<file path="config.mk">
export PLATFORM = sky130hd
export DESIGN_NAME = battleshipBoard
export DESIGN_NICKNAME = d
export VERILOG_FILES = /design/src/hdl/boardPkg.sv /design/src/hdl/tilePortIf.sv /design/src/hdl/hostPortDecoder.sv /design/src/hdl/tileRam.sv /design/src/hdl/scanTiming.sv /design/src/hdl/boardRenderer.sv /design/src/hdl/battleshipBoard.sv
export SDC_FILE = /design/constraint.sdc
export NUM_CORES = 2
export LEC_CHECK = 0
export BUFFER_PORTS_ARGS = -buffer_cell sky130_fd_sc_hd__buf_2
export CAP_MARGIN = 20
export CORE_ASPECT_RATIO = 1.2
export CORE_MARGIN = 2
export CORE_UTILIZATION = 35
export DETAILED_ROUTE_END_ITERATION = 7
export GPL_ROUTABILITY_DRIVEN = 0
export GPL_TIMING_DRIVEN = 0
export PLACE_DENSITY = 0.59
export SKIP_LAST_GASP = 1
export SYNTH_ARGS = -nofsm -noshare
export SYNTH_HDL_FRONTEND = slang
export SYNTH_SLANG_ARGS = --single-unit
</file>
<file path="constraint.sdc">
create_clock -name clk -period 8.6 [get_ports clk]
set_input_delay 1.72 -clock clk [delete_from_list [all_inputs] [get_ports clk]]
set_output_delay 1.72 -clock clk [all_outputs]
set_load 0.01 [all_outputs]
</file>
<file path="src/hdl/boardPkg.sv">
// board package
// tile, cursor, host port and color types shared by the battleship board core
// tile-state encodings, host port map and the display palette

`default_nettype none

package boardPkg;

    ////////////////////////////////////////////////
    // tiles and cursor
    ////////////////////////////////////////////////
    typedef logic [1:0] tileState_t;        // 2-bit tile contents
    typedef logic [7:0] tileAddr_t;         // {row[3:0], col[3:0]}
    typedef tileAddr_t  cursor_t;
    typedef logic [4:0] shipInfo_t;         // bit 4 orientation, 3..0 length

    localparam tileState_t TileEmpty = 2'd0;
    localparam tileState_t TileShip  = 2'd1;
    localparam tileState_t TileHit   = 2'd2;
    localparam tileState_t TileMiss  = 2'd3;

    localparam int BoardTiles = 16;         // tiles per board side

    ////////////////////////////////////////////////
    // host bus
    ////////////////////////////////////////////////
    typedef logic [7:0] portId_t;
    typedef logic [7:0] portData_t;

    localparam portId_t PortCursor   = 8'd0;
    localparam portId_t PortUsTile   = 8'd1;
    localparam portId_t PortThemTile = 8'd2;
    localparam portId_t PortShipInfo = 8'd3;
    localparam portId_t PortStatus   = 8'd4; // bit 0 = interrupt

    ////////////////////////////////////////////////
    // display
    ////////////////////////////////////////////////
    typedef logic [9:0]  coord_t;           // pixel column / row
    typedef logic [11:0] pixel_t;           // {r, g, b} 4 bits each

    localparam pixel_t ColorEmpty      = 12'h124; // deep water
    localparam pixel_t ColorShip       = 12'h888; // grey hull
    localparam pixel_t ColorHit        = 12'hF20;
    localparam pixel_t ColorMiss       = 12'hEEE;
    localparam pixel_t ColorGhost      = 12'h0F4; // ship being placed
    localparam pixel_t ColorBackground = 12'h000;

endpackage

`default_nettype wire

</file>
<file path="src/hdl/tilePortIf.sv">
// tile port interface
// one host-side port of a tile RAM: address, write pulse, write data and
// registered read data

`default_nettype none

interface tilePortIf;

    boardPkg::tileAddr_t  addr;         // always the cursor
    logic                 writeEnable;  // one-cycle pulse
    boardPkg::tileState_t writeData;
    boardPkg::tileState_t readData;     // registered in the RAM

    // decoder side
    modport host (output addr, output writeEnable, output writeData, input readData);

    // memory side
    modport ram (input addr, input writeEnable, input writeData, output readData);

endinterface

`default_nettype wire

</file>
<file path="src/hdl/hostPortDecoder.sv">
// host port decoder
// decodes strobe-bus writes into cursor, ship info and tile writes,
// muxes the read-back data and raises a held tick interrupt

`default_nettype none

module hostPortDecoder #(
    parameter int TickPeriod = 1000     // cycles between ticks
) (
    input  logic                clk,
    input  logic                rst,
    input  boardPkg::portId_t   portId,
    input  boardPkg::portData_t outPort,
    input  logic                writeStrobe,
    input  logic                interruptAck,
    output boardPkg::portData_t inPort,
    output logic                interrupt,
    output boardPkg::cursor_t   cursor,
    output boardPkg::shipInfo_t shipInfo,
    tilePortIf.host             usPort,
    tilePortIf.host             themPort
);

    localparam int CountWidth = $clog2(TickPeriod + 1);
    localparam logic [CountWidth-1:0] TickLast = CountWidth'(TickPeriod - 1);

    logic                  usWrite;     // registered write pulses
    logic                  themWrite;
    boardPkg::tileState_t  tileData;
    logic [CountWidth-1:0] tickCount;

    ////////////////////////////////////////////////
    // host registers
    ////////////////////////////////////////////////
    always_ff @(posedge clk) begin
        if (rst) begin
            cursor    <= '0;
            shipInfo  <= '0;
            usWrite   <= 1'b0;
            themWrite <= 1'b0;
        end else begin
            usWrite   <= writeStrobe && (portId == boardPkg::PortUsTile);
            themWrite <= writeStrobe && (portId == boardPkg::PortThemTile);
            if (writeStrobe && (portId == boardPkg::PortCursor))
                cursor <= outPort;
            if (writeStrobe && (portId == boardPkg::PortShipInfo))
                shipInfo <= outPort[4:0];   // orientation + length
        end
    end

    // tile value rides alongside the pulse
    always_ff @(posedge clk) begin
        if (writeStrobe)
            tileData <= outPort[1:0];
    end

    // both boards addressed by the cursor
    assign usPort.addr          = cursor;
    assign usPort.writeEnable   = usWrite;
    assign usPort.writeData     = tileData;
    assign themPort.addr        = cursor;
    assign themPort.writeEnable = themWrite;
    assign themPort.writeData   = tileData;

    ////////////////////////////////////////////////
    // read mux
    ////////////////////////////////////////////////
    always_comb begin
        case (portId)
            boardPkg::PortCursor:   inPort = cursor;
            boardPkg::PortUsTile:   inPort = {6'b0, usPort.readData};
            boardPkg::PortThemTile: inPort = {6'b0, themPort.readData};
            boardPkg::PortShipInfo: inPort = {3'b0, shipInfo};
            boardPkg::PortStatus:   inPort = {7'b0, interrupt};
            default:                inPort = '0;  // unmapped
        endcase
    end

    ////////////////////////////////////////////////
    // tick interrupt
    ////////////////////////////////////////////////
    always_ff @(posedge clk) begin
        if (rst) begin
            tickCount <= '0;
            interrupt <= 1'b0;
        end else begin
            tickCount <= (tickCount == TickLast) ? '0 : tickCount + 1'b1;
            if (interruptAck)
                interrupt <= 1'b0;      // ack wins over a same-cycle tick
            else if (tickCount == TickLast)
                interrupt <= 1'b1;      // held until acknowledged
        end
    end

endmodule

`default_nettype wire

</file>
<file path="src/hdl/tileRam.sv">
// tile RAM
// 256 x 2-bit board memory, registered host read/write port and an
// independent registered read port for the raster scan

`default_nettype none

module tileRam (
    input  logic                 clk,
    tilePortIf.ram               hostPort,
    input  boardPkg::tileAddr_t  scanAddr,
    output boardPkg::tileState_t scanData
);

    localparam int TileCount = boardPkg::BoardTiles * boardPkg::BoardTiles;

    boardPkg::tileState_t mem [0:TileCount-1];
    boardPkg::tileState_t hostRead;

    // host port, read-first
    always_ff @(posedge clk) begin
        if (hostPort.writeEnable)
            mem[hostPort.addr] <= hostPort.writeData;
        hostRead <= mem[hostPort.addr];
    end

    assign hostPort.readData = hostRead;

    // scan port, one cycle latency
    always_ff @(posedge clk) begin
        scanData <= mem[scanAddr];
    end

endmodule

`default_nettype wire

</file>
<file path="src/hdl/scanTiming.sv">
// scan timing
// free-running column and row counters for the raster, one pixel per clock
// decodes visible area and active-low sync pulses from the counter windows

`default_nettype none

module scanTiming #(
    parameter int HVisible = 640,
    parameter int HFront   = 16,
    parameter int HSync    = 96,
    parameter int HBack    = 48,
    parameter int VVisible = 480,
    parameter int VFront   = 10,
    parameter int VSync    = 2,
    parameter int VBack    = 33
) (
    input  logic             clk,
    input  logic             rst,
    output boardPkg::coord_t pixelX,
    output boardPkg::coord_t pixelY,
    output logic             visible,
    output logic             hsync,
    output logic             vsync
);

    localparam int HTotal     = HVisible + HFront + HSync + HBack;
    localparam int VTotal     = VVisible + VFront + VSync + VBack;
    localparam int HSyncStart = HVisible + HFront;
    localparam int VSyncStart = VVisible + VFront;

    boardPkg::coord_t hCount;
    boardPkg::coord_t vCount;

    ////////////////////////////////////////////////
    // counters
    ////////////////////////////////////////////////
    always_ff @(posedge clk) begin
        if (rst) begin
            hCount <= '0;
            vCount <= '0;
        end else if (hCount == boardPkg::coord_t'(HTotal - 1)) begin
            hCount <= '0;                               // end of line
            vCount <= (vCount == boardPkg::coord_t'(VTotal - 1)) ? '0 : vCount + 1'b1;
        end else begin
            hCount <= hCount + 1'b1;
        end
    end

    // window decode
    assign pixelX  = hCount;
    assign pixelY  = vCount;
    assign visible = (hCount < boardPkg::coord_t'(HVisible))
                  && (vCount < boardPkg::coord_t'(VVisible));
    assign hsync   = !((hCount >= boardPkg::coord_t'(HSyncStart))
                    && (hCount < boardPkg::coord_t'(HSyncStart + HSync)));  // active low
    assign vsync   = !((vCount >= boardPkg::coord_t'(VSyncStart))
                    && (vCount < boardPkg::coord_t'(VSyncStart + VSync)));

endmodule

`default_nettype wire

</file>
<file path="src/hdl/boardRenderer.sv">
// board renderer
// maps each pixel to a tile of the own or opponent board, fetches its state,
// overlays the ghost ship and registers color and syncs two cycles later

`default_nettype none

module boardRenderer #(
    parameter int TilePixShift = 4      // tile is 2^n pixels square
) (
    input  logic                 clk,
    input  logic                 rst,
    input  boardPkg::coord_t     pixelX,
    input  boardPkg::coord_t     pixelY,
    input  logic                 visible,
    input  logic                 hsyncIn,
    input  logic                 vsyncIn,
    input  boardPkg::cursor_t    cursor,
    input  boardPkg::shipInfo_t  shipInfo,
    input  boardPkg::tileState_t usScanData,
    input  boardPkg::tileState_t themScanData,
    output boardPkg::tileAddr_t  usScanAddr,
    output boardPkg::tileAddr_t  themScanAddr,
    output logic                 hsync,
    output logic                 vsync,
    output boardPkg::pixel_t     color
);

    localparam boardPkg::coord_t BoardPix = boardPkg::coord_t'(boardPkg::BoardTiles << TilePixShift);
    localparam boardPkg::coord_t BothPix  = boardPkg::coord_t'(2 * BoardPix);

    boardPkg::coord_t usX, themX, tileY; // pixel >> shift
    logic [3:0] tileRow, usCol, themCol;
    logic       inUs, inThem, ghost;
    logic [4:0] ghostEndCol, ghostEndRow;   // 5 bits, so no wrap past the edge
    logic       inUsQ, inThemQ, ghostQ, hsyncQ, vsyncQ;

    function automatic boardPkg::pixel_t tileColor(input boardPkg::tileState_t state);
        case (state)
            boardPkg::TileShip: return boardPkg::ColorShip;
            boardPkg::TileHit:  return boardPkg::ColorHit;
            boardPkg::TileMiss: return boardPkg::ColorMiss;
            default:            return boardPkg::ColorEmpty;
        endcase
    endfunction

    ////////////////////////////////////////////////
    // stage 0: tile lookup
    ////////////////////////////////////////////////
    assign usX     = pixelX >> TilePixShift;
    assign themX   = (pixelX - BoardPix) >> TilePixShift; // opponent board origin
    assign tileY   = pixelY >> TilePixShift;
    assign tileRow = tileY[3:0];
    assign usCol   = usX[3:0];
    assign themCol = themX[3:0];

    assign usScanAddr   = {tileRow, usCol};
    assign themScanAddr = {tileRow, themCol};

    assign inUs   = visible && (pixelX < BoardPix) && (pixelY < BoardPix);
    assign inThem = visible && (pixelX >= BoardPix) && (pixelX < BothPix)
                 && (pixelY < BoardPix);

    // ghost ship runs from the cursor for length tiles
    assign ghostEndCol = {1'b0, cursor[3:0]} + {1'b0, shipInfo[3:0]};
    assign ghostEndRow = {1'b0, cursor[7:4]} + {1'b0, shipInfo[3:0]};
    assign ghost = inUs && (shipInfo[4]
        ? (usCol == cursor[3:0]) && (tileRow >= cursor[7:4]) && ({1'b0, tileRow} < ghostEndRow)
        : (tileRow == cursor[7:4]) && (usCol >= cursor[3:0]) && ({1'b0, usCol} < ghostEndCol));

    ////////////////////////////////////////////////
    // stage 1 / 2: wait for RAM, then color
    ////////////////////////////////////////////////
    always_ff @(posedge clk) begin
        if (rst) begin
            {inUsQ, inThemQ, ghostQ} <= '0;
            hsyncQ <= 1'b1;                 // syncs idle high
            vsyncQ <= 1'b1;
            hsync  <= 1'b1;
            vsync  <= 1'b1;
            color  <= boardPkg::ColorBackground;
        end else begin
            inUsQ   <= inUs;
            inThemQ <= inThem;
            ghostQ  <= ghost;
            hsyncQ  <= hsyncIn;
            vsyncQ  <= vsyncIn;
            hsync   <= hsyncQ;               // stays paired with its color
            vsync   <= vsyncQ;
            if (ghostQ)
                color <= boardPkg::ColorGhost;
            else if (inUsQ)
                color <= tileColor(usScanData);
            else if (inThemQ)
                color <= tileColor(themScanData);
            else
                color <= boardPkg::ColorBackground;
        end
    end

endmodule

`default_nettype wire

</file>
<file path="src/hdl/battleshipBoard.sv">
// battleship board core
// host port decoder, own and opponent tile RAMs, raster timing and the
// board renderer, all on one clock

`default_nettype none

module battleshipBoard #(
    parameter int HVisible     = 640,
    parameter int HFront       = 16,
    parameter int HSync        = 96,
    parameter int HBack        = 48,
    parameter int VVisible     = 480,
    parameter int VFront       = 10,
    parameter int VSync        = 2,
    parameter int VBack        = 33,
    parameter int TilePixShift = 4,
    parameter int TickPeriod   = 1000000
) (
    input  logic                clk,
    input  logic                rst,
    input  boardPkg::portId_t   portId,
    input  boardPkg::portData_t outPort,
    input  logic                writeStrobe,
    input  logic                interruptAck,
    output boardPkg::portData_t inPort,
    output logic                interrupt,
    output logic                hsync,
    output logic                vsync,
    output boardPkg::pixel_t    color
);

    boardPkg::cursor_t    cursor;
    boardPkg::shipInfo_t  shipInfo;
    boardPkg::coord_t     pixelX, pixelY;
    logic                 visible, rawHsync, rawVsync; // undelayed scan outputs
    boardPkg::tileAddr_t  usScanAddr, themScanAddr;
    boardPkg::tileState_t usScanData, themScanData;

    tilePortIf usPort ();
    tilePortIf themPort ();

    ////////////////////////////////////////////////
    // host side
    ////////////////////////////////////////////////
    hostPortDecoder #(.TickPeriod(TickPeriod)) decoder_i (
        .clk(clk), .rst(rst), .portId(portId), .outPort(outPort),
        .writeStrobe(writeStrobe), .interruptAck(interruptAck), .inPort(inPort),
        .interrupt(interrupt), .cursor(cursor), .shipInfo(shipInfo),
        .usPort(usPort.host), .themPort(themPort.host)
    );

    tileRam usRam (.clk(clk), .hostPort(usPort.ram),
                   .scanAddr(usScanAddr), .scanData(usScanData));
    tileRam themRam (.clk(clk), .hostPort(themPort.ram),
                     .scanAddr(themScanAddr), .scanData(themScanData));

    ////////////////////////////////////////////////
    // video side
    ////////////////////////////////////////////////
    scanTiming #(
        .HVisible(HVisible), .HFront(HFront), .HSync(HSync), .HBack(HBack),
        .VVisible(VVisible), .VFront(VFront), .VSync(VSync), .VBack(VBack)
    ) scan_i (
        .clk(clk), .rst(rst), .pixelX(pixelX), .pixelY(pixelY),
        .visible(visible), .hsync(rawHsync), .vsync(rawVsync)
    );

    boardRenderer #(.TilePixShift(TilePixShift)) renderer_i (
        .clk(clk), .rst(rst), .pixelX(pixelX), .pixelY(pixelY), .visible(visible),
        .hsyncIn(rawHsync), .vsyncIn(rawVsync), .cursor(cursor), .shipInfo(shipInfo),
        .usScanData(usScanData), .themScanData(themScanData),
        .usScanAddr(usScanAddr), .themScanAddr(themScanAddr),
        .hsync(hsync), .vsync(vsync), .color(color)
    );

endmodule

`default_nettype wire

</file>
==> results.py <==
metrics = {
    "min_path": {
        "hp-class": "flip-flop to flip-flop",
    },
    "yosys": {
        "synth-main-ff-cell": "sky130_fd_sc_hd__edfxtp_1",
        "mappedNetlistNets": 3436,
        "synth_mux_area_share_pct": 23.9,
        "synth_compound_area_share_pct": 4.33,
        "post_synth_fa_ha_maj_area_fraction_pct": 0.891,
        "synthesis.instances": 3379,
        "yosys.area.top_type_share_pct": 57.4,
        "synth_top_area_cell": "sky130_fd_sc_hd__edfxtp_1",
        "ys_async_sr_fraction_pct": 0,
        "synthTopCellsByArea": "sky130_fd_sc_hd__edfxtp_1 57%, sky130_fd_sc_hd__mux4_2 21%, sky130_fd_sc_hd__nor2_1 4.3%",
        "synth_seq_area_share_pct": 60.4,
        "synth_common_cells": "1026 x sky130_fd_sc_hd__edfxtp_1, 612 x sky130_fd_sc_hd__nor2_1, 512 x sky130_fd_sc_hd__mux4_2, 171 x sky130_fd_sc_hd__clkbuf_1, 129 x sky130_fd_sc_hd__nand2_1",
        "ys_ff_latch": 1107,
        "synthDistinctLibCells": 66,
        "synth_warnings": 0,
        "post_synth_and_or_nand_nor_area_fraction_pct": 7.09,
        "post_synth_xor_area_fraction_pct": 0.604,
        "count_of_flip_flops_with_a_built_in_enable_after_synthesis": 1026,
        "largest_family_of_logic_cells_by_synthesized_area": "multiplexers",
        "post_synthesis_instance_area_mm2": 0.0537,
        "synthesis.area_per_instance_um2": 15.9,
        "post-synth-top-count-cell": "sky130_fd_sc_hd__edfxtp_1",
    },
    "pwr": {
        "pleak_uw": 0.0188,
        "power_density_normalized_to_cell_area_mw_per_mm2": 182,
        "vdd_ir_drop_max_mv": 0.161,
    },
    "sta": {
        "report.final.setup_viol": 0,
        "max_clock_freq_mhz": 166,
        "grt_setup_unrepaired": "false",
        "period_share_pct": 70.0,
        "hold_violations": 0,
        "worstMarginPinSlew_ns": 1.40,
        "period_needed_ns": 6.02,
        "max-slew-margin-rel_pct": 6.82,
        "slew_violations": 0,
        "clock_skew_ns": 0.0461,
        "final.setup.tns_ns": 0,
    },
    "detailed_routing": {
        "drtAntennaViolNets": 0,
        "num_vias": 39900,
        "dr.first_iter.drc_count": 8283,
        "routed_via_count_divided_by_cell_count": 6.95,
        "drtPass1Iterations": 7,
        "wl_mm": 255,
        "detail_route.drc_violations": 0,
        "avgRoutedWirePerCell_um": 44.4,
    },
    "critical_path": {
        "path_cells": "buf_2, buf_2, buf_2, buf_2, mux2i_1, o22a_1, nor2_1, buf_2",
        "critical-path-slowest-cell": "sky130_fd_sc_hd__buf_2",
        "timing.critical_path.fanout_max": 10,
        "cp_data_arrival_time_ns": 4.30,
        "critPathCaptureType": "output port",
        "setup.worst_path.start_class": "flip-flop",
        "critical_path_s_most_frequent_cell": "sky130_fd_sc_hd__buf_2",
        "critical_path.max_stage_delay_ns": 0.68,
        "worstPathBufferInverterCount": 5,
        "worstSetupPathType": "flip-flop to output port",
        "cp.required_ns": 6.88,
        "cpLargestDelayFamily": "buffers and inverters",
    },
    "floorplan": {
        "rows": 157,
        "floorplan.initialDensity_pct": 35.2,
        "core_area_mm2": 0.152,
        "design.die.area_mm2": 0.156,
        "pin_count": 43,
        "die_y_um": 433,
        "floorplan.die.width_um": 361,
    },
    "clocking": {
        "cts_resized": 0,
        "tritoncts": "built",
        "cts.path.max_buffers": 3,
        "clkLatencyLatePin_ns": 0.79,
        "cts_post_setup_buffers_inserted": 0,
        "ctsHoldBuffers": 0,
        "cts_root_buffer": "sky130_fd_sc_hd__clkbuf_16",
        "h_tree_levels": 3,
        "clk_transition_reported_paths_ns": 0.07,
        "cts_bufs_inserted": 111,
        "numClockSinks": 1107,
    },
    "global_route": {
        "antenna_found_initial": 26,
        "grt_first_pass_wirelength_mm": 332,
        "met2_usage_grt_pct": 45.4,
        "groute.layer.met3.usage_pct": 16.2,
        "via_count_of_the_first_global_routing_pass": 37200,
        "global_route.usage.met1_pct": 35.0,
        "largest_net_degree_at_the_start_of_global_routing": 33,
        "busiest_layer": "met2",
        "global_route.overflow_total": 0,
        "grt_util_all_layers_pct": 32.0,
    },
    "finish": {
        "final_core_util_pct": 41.0,
        "ratio_of_cells_with_drive_above_1_in_the_final_layout_pct": 26.5,
        "finish.net_count": 3703,
        "areaGrowthSynthToFinish_pct": 16.6,
        "filler_cell_count": 13800,
        "final-instance-count-excl-fill": 5745,
    },
    "status": {
        "run_status": "finished, final reports clean",
    },
    "flow_run": {
        "max_cap_viol": 0,
    },
    "placement": {
        "dpl.hpwl_mm": 175,
        "dpl.cell_count": 5512,
        "port_buffers": 40,
    },
}
## cells in the final DEF, fill, tap and decap left out, types with 20 or more instances in the layout
cell	count
sky130_fd_sc_hd__xnor2_1	22
sky130_fd_sc_hd__clkbuf_1	153
sky130_fd_sc_hd__inv_1	24
sky130_fd_sc_hd__nor2_1	612
sky130_fd_sc_hd__nand3_1	50
sky130_fd_sc_hd__ha_1	35
sky130_fd_sc_hd__buf_2	90
sky130_fd_sc_hd__clkbuf_16	115
sky130_fd_sc_hd__buf_4	37
sky130_fd_sc_hd__buf_8	50
sky130_fd_sc_hd__mux4_2	512
sky130_fd_sc_hd__clkbuf_2	44
sky130_fd_sc_hd__nand2_1	129
sky130_fd_sc_hd__o21ai_0	21
sky130_fd_sc_hd__nor3_1	24
sky130_fd_sc_hd__a22oi_1	72
sky130_fd_sc_hd__mux2i_1	123
sky130_fd_sc_hd__o22ai_1	34
sky130_fd_sc_hd__a21oi_1	73
sky130_fd_sc_hd__clkinv_1	22
sky130_fd_sc_hd__dfxtp_1	81
sky130_fd_sc_hd__buf_16	54
sky130_fd_sc_hd__buf_6	20
sky130_fd_sc_hd__edfxtp_1	1026
sky130_fd_sc_hd__o221ai_1	28
## per-stage QoR
step	instance area [um^2]	hold slack, ns	setup slack (ns)	total power [uW]
2_1_floorplan	53700	0.389	1.01	6170
3_3_place_gp	56300	0.395	-5.74	6310
3_5_place_dp	58600	0.400	3.34	6290
4_1_cts	62400	0.415	2.82	11300
5_1_grt	62500	0.434	2.55	11500
6_report	62600	0.413	2.58	11400
## state kept, by name (all words and copies together) (netlist names), 2 cells and up
signal                        count
decoder_i.cursor                  8
decoder_i.shipInfo                5
decoder_i.themPort.writeData      2
decoder_i.tickCount              20
renderer_i.color                 10
scan_i.pixelX                    10
scan_i.pixelY                    10
themRam.hostPort.readData         2
themRam.mem                     512
themRam.scanData                  2
usRam.hostPort.readData           2
usRam.mem                       512
usRam.scanData                    2
## worst register-to-register path, cell delays in order (launching register included)
cell and delay, ns:
sky130_fd_sc_hd__dfxtp_1 0.44, sky130_fd_sc_hd__buf_2 0.31, sky130_fd_sc_hd__buf_2 0.80, sky130_fd_sc_hd__nand3_1 0.77
sky130_fd_sc_hd__clkbuf_1 0.70, sky130_fd_sc_hd__o221ai_1 0.47, sky130_fd_sc_hd__a211oi_1 0.24, sky130_fd_sc_hd__a21oi_1 0.62
sky130_fd_sc_hd__a221oi_1 0.15, sky130_fd_sc_hd__o21ai_0 0.85
## where the power goes
group / internal [uW] / total, uW / switching (uW)
logic: 94.7 / 258 / 163
clock network: 2970 / 5230 / 2260
registers: 5920 / 5920 / 5.39
## kinds of logic (layout without fill, tap and decap cells)
kind of cell,Yosys count,count (layout)
adders and majority gates,37,37
buffers and inverters,313,678
AOI/OAI and AO/OA,331,331
muxes,639,639
xor gates and xnor gates,37,37
DFF,1107,1107
other,1,15
and+or+nand+nor,914,914
## final timing paths
check,endpoint,start,slack [ns],cells after the start
max,inPort[1],decoder_i.cursor[1],2.58,8
min,renderer_i.hsync,renderer_i.hsyncQ,0.41,1
max reg2reg,usRam.scanData[1],scan_i.pixelX[6],3.06,9
min reg2reg,renderer_i.hsync,renderer_i.hsyncQ,0.41,1
## metal layers
layer	vias to the layer above	share of wire (%)
met5	-	0.21
met4	42	11
met3	1355	17
met2	4193	41
met1	20200	30
li1	14200	-
## layout make-up
| cell class | count | area [um^2] | area share, % |
|---|---|---|---|
| diodes | 14 | 35.0 | 0.0560 |
| plain buffers | 283 | 1430 | 2.29 |
| clock buffers | 149 | 3090 | 4.94 |
| clock inverters | 62 | 714 | 1.14 |
| inverters | 30 | 113 | 0.180 |
| multi-input cells | 1959 | 19800 | 31.6 |
| flip-flops and latches | 1107 | 32400 | 51.8 |
| well taps | 1987 | 2490 | 3.97 |
| repair buffers | 154 | 2520 | 4.03 |
Note: power is estimated with default switching activity, not from simulation.
